`config.mk`:
```
export PLATFORM = sky130hd
export DESIGN_NAME = simt_irq_top
export DESIGN_NICKNAME = d
export VERILOG_FILES = /design/src/source/irq_state_pkg.sv /design/src/source/warp_types_pkg.sv /design/src/source/irqc_ttu_if.sv /design/src/source/simt_irq_top.sv /design/src/source/warp_mask_table.sv /design/src/source/thread_transfer_unit.sv /design/src/source/drain_watchdog.sv /design/src/source/irq_controller.sv
export VERILOG_INCLUDE_DIRS = /design/src /design/src/source
export SDC_FILE = /design/constraint.sdc
export NUM_CORES = 1
export LEC_CHECK = 0
export ABC_CLOCK_PERIOD_IN_PS = 8720
export BUFFER_PORTS_ARGS = -buffer_cell sky130_fd_sc_hd__buf_2
export CAP_MARGIN = 20
export CELL_PAD_IN_SITES_DETAIL_PLACEMENT = 1
export CELL_PAD_IN_SITES_GLOBAL_PLACEMENT = 1
export CORE_ASPECT_RATIO = 2
export CORE_MARGIN = 2
export CORE_UTILIZATION = 30
export DETAILED_ROUTE_END_ITERATION = 12
export PLACE_DENSITY_LB_ADDON = 0.15
export SYNTH_ARGS = -nofsm -noshare
export SYNTH_HDL_FRONTEND = slang
export SYNTH_SLANG_ARGS = --single-unit
```
`constraint.sdc`:
```
create_clock -name clk -period 8.72 [get_ports clk]
set_clock_uncertainty 0.05 [all_clocks]
set_input_delay 0.872 -clock clk [delete_from_list [all_inputs] [get_ports clk]]
set_output_delay 0.872 -clock clk [all_outputs]
set_load 0.005 [all_outputs]
```
`src/source/simt_irq_params.svh`:
```
`ifndef SIMT_IRQ_PARAMS_SVH
`define SIMT_IRQ_PARAMS_SVH

// core geometry seen by the interrupt path
`define NUM_WARPS 4
`define NUM_THREADS 4

// program counter width in bits
`define XLEN 32

// number of branch lanes reported by execute in one cycle
`define ISSUE_CNT 2

// cycles a request may sit in the wait state before it is dropped
`define DRAIN_LIMIT 16

// warp w comes out of reset at WARP_PC_BASE + w * WARP_PC_STRIDE
`define WARP_PC_BASE 32'h1000
`define WARP_PC_STRIDE 32'h100

`endif
```
`src/source/irq_state_pkg.sv`:
```
`default_nettype none

package irq_state_pkg;

	// states of the interrupt controller, shared by the controller
	// and the transfer unit that acts on them
	typedef enum logic [2:0] {
		IRQC_IDLE        = 3'd0,
		IRQC_WAIT        = 3'd1,
		IRQC_PC_SWAP     = 3'd2,
		IRQC_WAIT_ISR    = 3'd3,
		IRQC_REVERT_WARP = 3'd4
	} irqc_state_t;

endpackage

`default_nettype wire

```
`src/source/warp_types_pkg.sv`:
```
`default_nettype none

`include "simt_irq_params.svh"

package warp_types_pkg;

	// index of a warp and of a thread inside a warp
	typedef logic [$clog2(`NUM_WARPS)-1:0] warp_id_t;
	typedef logic [$clog2(`NUM_THREADS)-1:0] thread_id_t;

	// one bit per thread of a warp, and one bit per warp of the core
	typedef logic [`NUM_THREADS-1:0] tmask_t;
	typedef logic [`NUM_WARPS-1:0] wmask_t;

	typedef logic [`XLEN-1:0] pc_t;

endpackage

`default_nettype wire

```
`src/source/irqc_ttu_if.sv`:
```
`default_nettype none

interface irqc_ttu_if;
	import warp_types_pkg::*;
	import irq_state_pkg::*;

	// controller side, the request and the context it saved
	irqc_state_t state;
	warp_id_t wid;
	thread_id_t tid;
	pc_t load_PC;
	tmask_t load_tmask;
	wmask_t load_wmask;

	// transfer unit side, status and the live context of the warp
	logic pipeline_drained;
	logic thread_found;
	tmask_t current_thread_mask;
	pc_t current_PC;
	wmask_t current_active_warps;
	logic ISR_done;

	modport controller (
		output state, wid, tid, load_PC, load_tmask, load_wmask,
		input pipeline_drained, thread_found, current_thread_mask, current_PC,
		input current_active_warps, ISR_done
	);

	modport ttu (
		input state, wid, tid, load_PC, load_tmask, load_wmask,
		output pipeline_drained, thread_found, current_thread_mask, current_PC,
		output current_active_warps, ISR_done
	);

endinterface

`default_nettype wire

```
`src/source/simt_irq_top.sv`:
```
`default_nettype none

`include "simt_irq_params.svh"

module simt_irq_top (
	input  logic                                      clk,
	input  logic                                      rst_n,
	input  logic                                      irq_valid,
	input  warp_types_pkg::warp_id_t                  irq_wid,
	input  warp_types_pkg::thread_id_t                irq_tid,
	input  warp_types_pkg::pc_t                       isr_pc,
	input  logic                                      no_pending_instr,
	input  warp_types_pkg::wmask_t                    barrier_stalls,
	input  warp_types_pkg::wmask_t                    ipdom_stack_empty,
	input  logic [`ISSUE_CNT-1:0]                     branch_valid,
	input  logic [`ISSUE_CNT-1:0]                     branch_taken,
	input  warp_types_pkg::warp_id_t [`ISSUE_CNT-1:0] branch_wid,
	input  warp_types_pkg::pc_t [`ISSUE_CNT-1:0]      branch_dest,
	output logic                                      irq_busy,
	output logic                                      irq_done,
	output logic                                      irq_abort,
	output logic                                      scheduling_paused,
	output warp_types_pkg::wmask_t                    active_warps,
	output warp_types_pkg::tmask_t [`NUM_WARPS-1:0]   thread_masks,
	output warp_types_pkg::pc_t [`NUM_WARPS-1:0]      warp_pcs
);
	import warp_types_pkg::*;

	logic wd_run;
	logic wd_expired;

	// load path from the transfer unit into the table
	logic swap_schedule_data;
	pc_t load_PC;
	tmask_t load_tmask;
	wmask_t load_wmask;
	warp_id_t load_wid;

	irqc_ttu_if u_irqc_ttu_if ();

	irq_controller u_irq_controller (
		.clk        (clk),
		.rst_n      (rst_n),
		.irq_valid  (irq_valid),
		.irq_wid    (irq_wid),
		.irq_tid    (irq_tid),
		.isr_pc     (isr_pc),
		.wd_expired (wd_expired),
		.wd_run     (wd_run),
		.irq_busy   (irq_busy),
		.irq_done   (irq_done),
		.irq_abort  (irq_abort),
		.ctl        (u_irqc_ttu_if.controller)
	);

	drain_watchdog u_drain_watchdog (
		.clk        (clk),
		.rst_n      (rst_n),
		.wd_run     (wd_run),
		.wd_expired (wd_expired)
	);

	thread_transfer_unit u_thread_transfer_unit (
		.ttu                (u_irqc_ttu_if.ttu),
		.no_pending_instr   (no_pending_instr),
		.barrier_stalls     (barrier_stalls),
		.ipdom_stack_empty  (ipdom_stack_empty),
		.active_warps       (active_warps),
		.thread_masks       (thread_masks),
		.warp_pcs           (warp_pcs),
		.branch_valid       (branch_valid),
		.branch_taken       (branch_taken),
		.branch_wid         (branch_wid),
		.branch_dest        (branch_dest),
		.scheduling_paused  (scheduling_paused),
		.swap_schedule_data (swap_schedule_data),
		.load_PC            (load_PC),
		.load_tmask         (load_tmask),
		.load_wmask         (load_wmask),
		.load_wid           (load_wid)
	);

	warp_mask_table u_warp_mask_table (
		.clk                (clk),
		.rst_n              (rst_n),
		.swap_schedule_data (swap_schedule_data),
		.load_PC            (load_PC),
		.load_tmask         (load_tmask),
		.load_wmask         (load_wmask),
		.load_wid           (load_wid),
		.active_warps       (active_warps),
		.thread_masks       (thread_masks),
		.warp_pcs           (warp_pcs)
	);

endmodule

`default_nettype wire

```
`src/source/warp_mask_table.sv`:
```
`default_nettype none

`include "simt_irq_params.svh"

module warp_mask_table (
	input  logic                                    clk,
	input  logic                                    rst_n,
	input  logic                                    swap_schedule_data,
	input  warp_types_pkg::pc_t                     load_PC,
	input  warp_types_pkg::tmask_t                  load_tmask,
	input  warp_types_pkg::wmask_t                  load_wmask,
	input  warp_types_pkg::warp_id_t                load_wid,
	output warp_types_pkg::wmask_t                  active_warps,
	output warp_types_pkg::tmask_t [`NUM_WARPS-1:0] thread_masks,
	output warp_types_pkg::pc_t [`NUM_WARPS-1:0]    warp_pcs
);
	import warp_types_pkg::*;

	// stands in for the scheduler's warp state, which the interrupt path rewrites
	always_ff @(posedge clk) begin
		if (!rst_n) begin
			// every warp starts active with all of its threads
			active_warps <= '1;
			for (int w = 0; w < `NUM_WARPS; w++) begin
				thread_masks[w] <= '1;
				// warps start on their own code, one stride apart
				warp_pcs[w] <= pc_t'(`WARP_PC_BASE + w * `WARP_PC_STRIDE);
			end
		end else if (swap_schedule_data) begin
			// the whole active set is replaced, but only one warp's mask and PC
			active_warps <= load_wmask;
			thread_masks[load_wid] <= load_tmask;
			warp_pcs[load_wid] <= load_PC;
		end
	end

endmodule

`default_nettype wire

```
`src/source/thread_transfer_unit.sv`:
```
`default_nettype none

`include "simt_irq_params.svh"

module thread_transfer_unit (
	irqc_ttu_if.ttu                                    ttu,
	input  logic                                       no_pending_instr,
	input  warp_types_pkg::wmask_t                     barrier_stalls,
	input  warp_types_pkg::wmask_t                     ipdom_stack_empty,
	input  warp_types_pkg::wmask_t                     active_warps,
	input  warp_types_pkg::tmask_t [`NUM_WARPS-1:0]    thread_masks,
	input  warp_types_pkg::pc_t [`NUM_WARPS-1:0]       warp_pcs,
	input  logic [`ISSUE_CNT-1:0]                      branch_valid,
	input  logic [`ISSUE_CNT-1:0]                      branch_taken,
	input  warp_types_pkg::warp_id_t [`ISSUE_CNT-1:0]  branch_wid,
	input  warp_types_pkg::pc_t [`ISSUE_CNT-1:0]       branch_dest,
	output logic                                       scheduling_paused,
	output logic                                       swap_schedule_data,
	output warp_types_pkg::pc_t                        load_PC,
	output warp_types_pkg::tmask_t                     load_tmask,
	output warp_types_pkg::wmask_t                     load_wmask,
	output warp_types_pkg::warp_id_t                   load_wid
);
	import warp_types_pkg::*;
	import irq_state_pkg::*;

	logic jump_valid;
	tmask_t kept_tmask;

	// the ISR ends with a taken branch of the request's warp back to its entry
	always_comb begin
		jump_valid = 1'b0;
		for (int i = 0; i < `ISSUE_CNT; i++) begin
			if (branch_valid[i] && branch_taken[i] && branch_wid[i] == ttu.wid &&
			    branch_dest[i] == ttu.load_PC) begin
				jump_valid = 1'b1;
			end
		end
	end

	// status and live context towards the controller
	always_comb begin
		ttu.pipeline_drained = 1'b0;
		ttu.thread_found = 1'b0;
		ttu.current_thread_mask = '0;
		ttu.current_PC = '0;
		ttu.current_active_warps = '0;
		ttu.ISR_done = 1'b0;
		case (ttu.state)
			IRQC_WAIT: begin
				// drained means nothing in flight, no barrier held and no open divergence
				ttu.pipeline_drained = no_pending_instr & ~(|barrier_stalls) &
				                       ipdom_stack_empty[ttu.wid];
				ttu.thread_found = active_warps[ttu.wid] & thread_masks[ttu.wid][ttu.tid];
				ttu.current_thread_mask = thread_masks[ttu.wid];
				ttu.current_PC = warp_pcs[ttu.wid];
				ttu.current_active_warps = active_warps;
			end
			IRQC_PC_SWAP, IRQC_WAIT_ISR, IRQC_REVERT_WARP: begin
				ttu.pipeline_drained = 1'b1;
				ttu.thread_found = 1'b1;
				// revert reports done as well, the controller ignores it there
				ttu.ISR_done = (ttu.state == IRQC_WAIT_ISR) ? jump_valid : 1'b1;
			end
			default: ;
		endcase
	end

	// scheduler load values for the swap and for the restore
	always_comb begin
		kept_tmask = ttu.load_tmask & ~(tmask_t'(1) << ttu.tid);
		scheduling_paused = 1'b0;
		swap_schedule_data = 1'b0;
		load_PC = ttu.load_PC;
		load_tmask = '0;
		load_wmask = '0;
		load_wid = ttu.wid;
		case (ttu.state)
			IRQC_WAIT: scheduling_paused = ~(|barrier_stalls) & ipdom_stack_empty[ttu.wid];
			IRQC_PC_SWAP: begin
				// only the requested thread of the requested warp runs the ISR
				scheduling_paused = 1'b1;
				swap_schedule_data = 1'b1;
				load_tmask = tmask_t'(1) << ttu.tid;
				load_wmask = wmask_t'(1) << ttu.wid;
			end
			IRQC_REVERT_WARP: begin
				swap_schedule_data = 1'b1;
				load_tmask = kept_tmask;
				// a warp left with no threads drops out of the active set
				load_wmask = (|kept_tmask) ? ttu.load_wmask :
				             ttu.load_wmask & ~(wmask_t'(1) << ttu.wid);
			end
			default: ;
		endcase
	end

endmodule

`default_nettype wire

```
`src/source/drain_watchdog.sv`:
```
`default_nettype none

`include "simt_irq_params.svh"

module drain_watchdog (
	input  logic clk,
	input  logic rst_n,
	input  logic wd_run,
	output logic wd_expired
);

	localparam int CNT_W = $clog2(`DRAIN_LIMIT + 1);
	localparam logic [CNT_W-1:0] LIMIT = CNT_W'(`DRAIN_LIMIT);

	// cycles spent so far in the current wait
	logic [CNT_W-1:0] cnt;

	always_ff @(posedge clk) begin
		if (!rst_n) begin
			cnt <= '0;
		end else if (!wd_run) begin
			// every new request starts from zero
			cnt <= '0;
		end else if (cnt != LIMIT) begin
			// saturates at the limit so expired stays up until the wait ends
			cnt <= cnt + 1'b1;
		end
	end

	// a request stuck behind barriers or divergence is dropped from here
	assign wd_expired = (cnt == LIMIT);

endmodule

`default_nettype wire

```
`src/source/irq_controller.sv`:
```
`default_nettype none

module irq_controller (
	input  logic                       clk,
	input  logic                       rst_n,
	input  logic                       irq_valid,
	input  warp_types_pkg::warp_id_t   irq_wid,
	input  warp_types_pkg::thread_id_t irq_tid,
	input  warp_types_pkg::pc_t        isr_pc,
	input  logic                       wd_expired,
	output logic                       wd_run,
	output logic                       irq_busy,
	output logic                       irq_done,
	output logic                       irq_abort,
	irqc_ttu_if.controller             ctl
);
	import warp_types_pkg::*;
	import irq_state_pkg::*;

	irqc_state_t state;
	irqc_state_t state_next;
	logic abort_next;

	// the request as it was taken in idle
	warp_id_t req_wid;
	thread_id_t req_tid;
	pc_t req_isr_pc;

	// warp context captured on the way into the swap
	tmask_t saved_tmask;
	pc_t saved_pc;
	wmask_t saved_wmask;

	always_comb begin
		state_next = state;
		abort_next = 1'b0;
		case (state)
			IRQC_IDLE: begin
				// a strobe seen in any other state is simply dropped
				if (irq_valid) begin
					state_next = IRQC_WAIT;
				end
			end
			IRQC_WAIT: begin
				// the watchdog wins over a drain seen in the same cycle
				if (wd_expired) begin
					state_next = IRQC_IDLE;
					abort_next = 1'b1;
				end else if (ctl.pipeline_drained) begin
					if (ctl.thread_found) begin
						state_next = IRQC_PC_SWAP;
					end else begin
						// thread already gone or warp inactive, nothing to hand over
						state_next = IRQC_IDLE;
						abort_next = 1'b1;
					end
				end
			end
			IRQC_PC_SWAP: state_next = IRQC_WAIT_ISR;
			IRQC_WAIT_ISR: begin
				if (ctl.ISR_done) begin
					state_next = IRQC_REVERT_WARP;
				end
			end
			default: state_next = IRQC_IDLE;
		endcase
	end

	always_ff @(posedge clk) begin
		if (!rst_n) begin
			state <= IRQC_IDLE;
			irq_abort <= 1'b0;
		end else begin
			state <= state_next;
			// abort shows for one cycle, in the idle cycle after the wait
			irq_abort <= abort_next;
		end
	end

	always_ff @(posedge clk) begin
		if (state == IRQC_IDLE && irq_valid) begin
			req_wid <= irq_wid;
			req_tid <= irq_tid;
			req_isr_pc <= isr_pc;
		end
		if (state == IRQC_WAIT && state_next == IRQC_PC_SWAP) begin
			saved_tmask <= ctl.current_thread_mask;
			saved_pc <= ctl.current_PC;
			saved_wmask <= ctl.current_active_warps;
		end
	end

	assign ctl.state = state;
	assign ctl.wid = req_wid;
	assign ctl.tid = req_tid;
	// the ISR address doubles as the match target for the ISR-done jump
	assign ctl.load_PC = (state == IRQC_REVERT_WARP) ? saved_pc : req_isr_pc;
	assign ctl.load_tmask = saved_tmask;
	assign ctl.load_wmask = saved_wmask;

	assign wd_run = (state == IRQC_WAIT);
	assign irq_busy = (state != IRQC_IDLE);
	assign irq_done = (state == IRQC_REVERT_WARP);

endmodule

`default_nettype wire

```
==> impl_metrics.toml <==
[synth]
synth.ff_latch_count = 233
syn_area_sq_mm = 0.0110
synthArstFlopShare_pct = 0
synth_warnings = 0
synth_area_leaders = "dfxtp_1 (29%), edfxtp_1 (21%), o211a_1 (11%), mux4_2 (8.8%), nand2_1 (5.6%)"
synthCells = 993
synth_edf_count = 76
ys.flop_type = "dfxtp_1"
syn_nets = 1115
synth-seq-area-share_pct = 49.2
synth_area_per_cell_sq_um = 11.1
synth.top_cell.area_share_pct = 28.5
synth.distinct_cells = 60
synth_top_area_cell = "dfxtp_1"

[worst_setup_path]
crit_path_max_fanout = 44
cp-start-kind = "flip-flop"
crit_chain = "buf_4, mux4_2, and3_1, or2_2, buf_2"
critPathMaxStageDelay_ns = 0.77
worst_setup_path_end_kind = "primary output"
crit_family = "buffers and inverters"
slowest_stage = "buf_4"
path_buf_inv = 2
cp.arrival_ns = 3.13
worstPathRequired_ns = 7.80
path_class = "flip-flop to primary output"

[finish]
drive_gt1_share_pct = 31.1
fillers = 4071
final_cell_mix = "buf_2 (270), nand2_1 (163), dfxtp_1 (157), o211a_1 (120), edfxtp_1 (76)"
nets = 1353
layout_commonest_cell = "buf_2"
area_delta_synth_final_pct = 23.6

[route]
dr.pass1.iters = 6
drcViolationCount = 0
drtIter0Drc = 518
avgRoutedWirePerCell_um = 26.5
vias = 9157
drt-total-wl_um = 45300
viasPerCell = 5.35
route.antenna.remaining_nets = 0

[timing]
rsz0062_at_grt = "no"
setup_tns_ns = 0
drv_slew = 0
period_share_pct = 46.4
setup_viol = 0
fmax_mhz = 247
whs_ns = 0.430
layout_min_cycle_time_ns = 4.05
slew_headroom_pct = 31.6
tightest_slew_ns = 1.03
hold_viol = 0

[cts]
cts_resized = 0
path_clk_slew_ns = 0.07
holdBufCountCts = 0
clk_latency_ns = 0.55
clockRootBuffer = "clkbuf_16"
post_cts_buffers = 0
numCtsBuffers = 24
cts_tree = "yes"
cts_max_level = 1
cts.sinks = 233
clockBufferDepth = 3

[floorplan]
core_sq_mm = 0.0363
num_rows = 99
die_h_um = 275
io_pins = 272
die_w_um = 140
start_util_pct = 30.4
dieArea_sq_mm = 0.0384

[global_route]
track_usage_pct = 23.0
grt_pass1_wl_um = 65000
grt_max_degree = 90
overflow = 0
antenna_found_initial = 6
grt_pass1_vias = 9597

[power]
p_leak_nw = 6.94
max-vdd-ir-drop_mv = 0.112
power_density_mw_per_mm2 = 179
power_w = 0.00244

[placement]
port_buffers = 271
hpwl_um = 33800
gp_congestion = 0.920

[min_path]
hold_path.class = "flip-flop to flip-flop"

[status]
outcome = "finished clean"

[job]
cap_violations = 0
metal layers:
layer / part of all wire [%] / global-route usage [%]
met5: 0 / 0
met4: 5.3 / 11.7
met3: 3.4 / 2.37
met2: 58 / 46.5
met1: 34 / 22.6
through the flow:
step / setup WS (ns) / util (%) / cell area [sq um] / std cells
6_report: 4.67 / 37.5 / 13600 / 1710
4_1_cts: 4.54 / 37.5 / 13600 / 1703
5_1_grt: 4.44 / 37.5 / 13600 / 1709
3_5_place_dp: 5.13 / 35.2 / 12800 / 1659
3_3_place_gp: 5.13 / 35.2 / 12800 / 1659
2_1_floorplan: 3.74 / - / 11000 / 993
cell families (layout without fill, tap and decap cells):
logic type      after synthesis  in the layout  share of synthesized area (%)
xor+xnor                     51             51                           4.05
mux                          73             73                           12.0
buf+inv                     107            363                           3.84
compound gates              225            225                           17.8
flops                       233            233                           49.2
other cells                   0              7                              0
fa+ha+maj                     2              2                          0.227
simple gates                302            302                           12.8
final timing paths:
path                                       endpoint  slack [ns]                               start  cells after the start
setup reg to reg      u_irq_controller.ctl.state[2]        5.11       u_irq_controller.ctl.state[0]                     10
setup / recovery                  scheduling_paused        4.67         u_irq_controller.ctl.wid[0]                      5
hold reg to reg   u_warp_mask_table.active_warps[2]        0.43  u_irq_controller.ctl.load_wmask[2]                      2
hold / removal    u_warp_mask_table.active_warps[2]        0.43  u_irq_controller.ctl.load_wmask[2]                      2
worst reg2reg max path, delay by kind of cell (launching register included):
| kind | cells | cell delay [ns] |
|---|---|---|
| XOR/XNOR | 1 | 0.21 |
| flip-flops | 1 | 0.36 |
| buffers and inverters | 1 | 0.56 |
| AO/OA/AOI/OAI | 1 | 0.20 |
| multiplexers | 1 | 0.62 |
| AND/OR/NAND/NOR | 6 | 1.56 |
synth_stat cells (4+ instances only):
cell type	number
a21oi_1	12
a222oi_1	5
a22oi_1	6
a2bb2oi_1	4
a31oi_1	7
and2_1	45
and3_1	4
buf_1	6
buf_2	4
clkbuf_1	58
dfxtp_1	157
edfxtp_1	76
inv_1	36
mux2i_1	19
mux2i_2	9
mux4_2	43
nand2_1	163
nand3_1	17
nand4_1	7
nor2_1	23
nor2b_1	10
nor3_1	9
nor4_1	7
o2111ai_1	6
o211a_1	120
o211ai_1	24
o21ai_0	8
o22ai_1	12
xnor2_1	31
xor2_1	20
layout make-up:
type	instances	area (sq um)	share of cell area [%]
repair buffers	282	1440	10.6
diodes	7	17.5	0.129
flip-flops and latches	233	5430	39.8
well taps	454	568	4.17
clock buffers	27	622	4.57
clock inverters	17	206	1.52
multi-input cells	653	5200	38.2
inverters	37	144	1.06
sequential cells by signal, summed over array words and instances (netlist names):
name / flops
u_irq_controller.ctl.load_tmask: 4
u_irq_controller.ctl.load_wmask: 4
u_warp_mask_table.thread_masks: 16
u_irq_controller.ctl.tid: 2
u_irq_controller.saved_pc: 32
u_irq_controller.req_isr_pc: 32
u_drain_watchdog.cnt: 5
u_warp_mask_table.active_warps: 4
u_irq_controller.ctl.wid: 2
u_irq_controller.ctl.state: 3
u_irq_controller.irq_abort: 1
u_warp_mask_table.warp_pcs: 128
power breakdown:
part           switching [W]  leakage, nW  internal, W
clock               0.000475        0.394     0.000636
sequential         0.0000166         2.04      0.00113
combinational       0.000114         4.50    0.0000675
No activity file was read; power rests on OpenSTA's default activity.
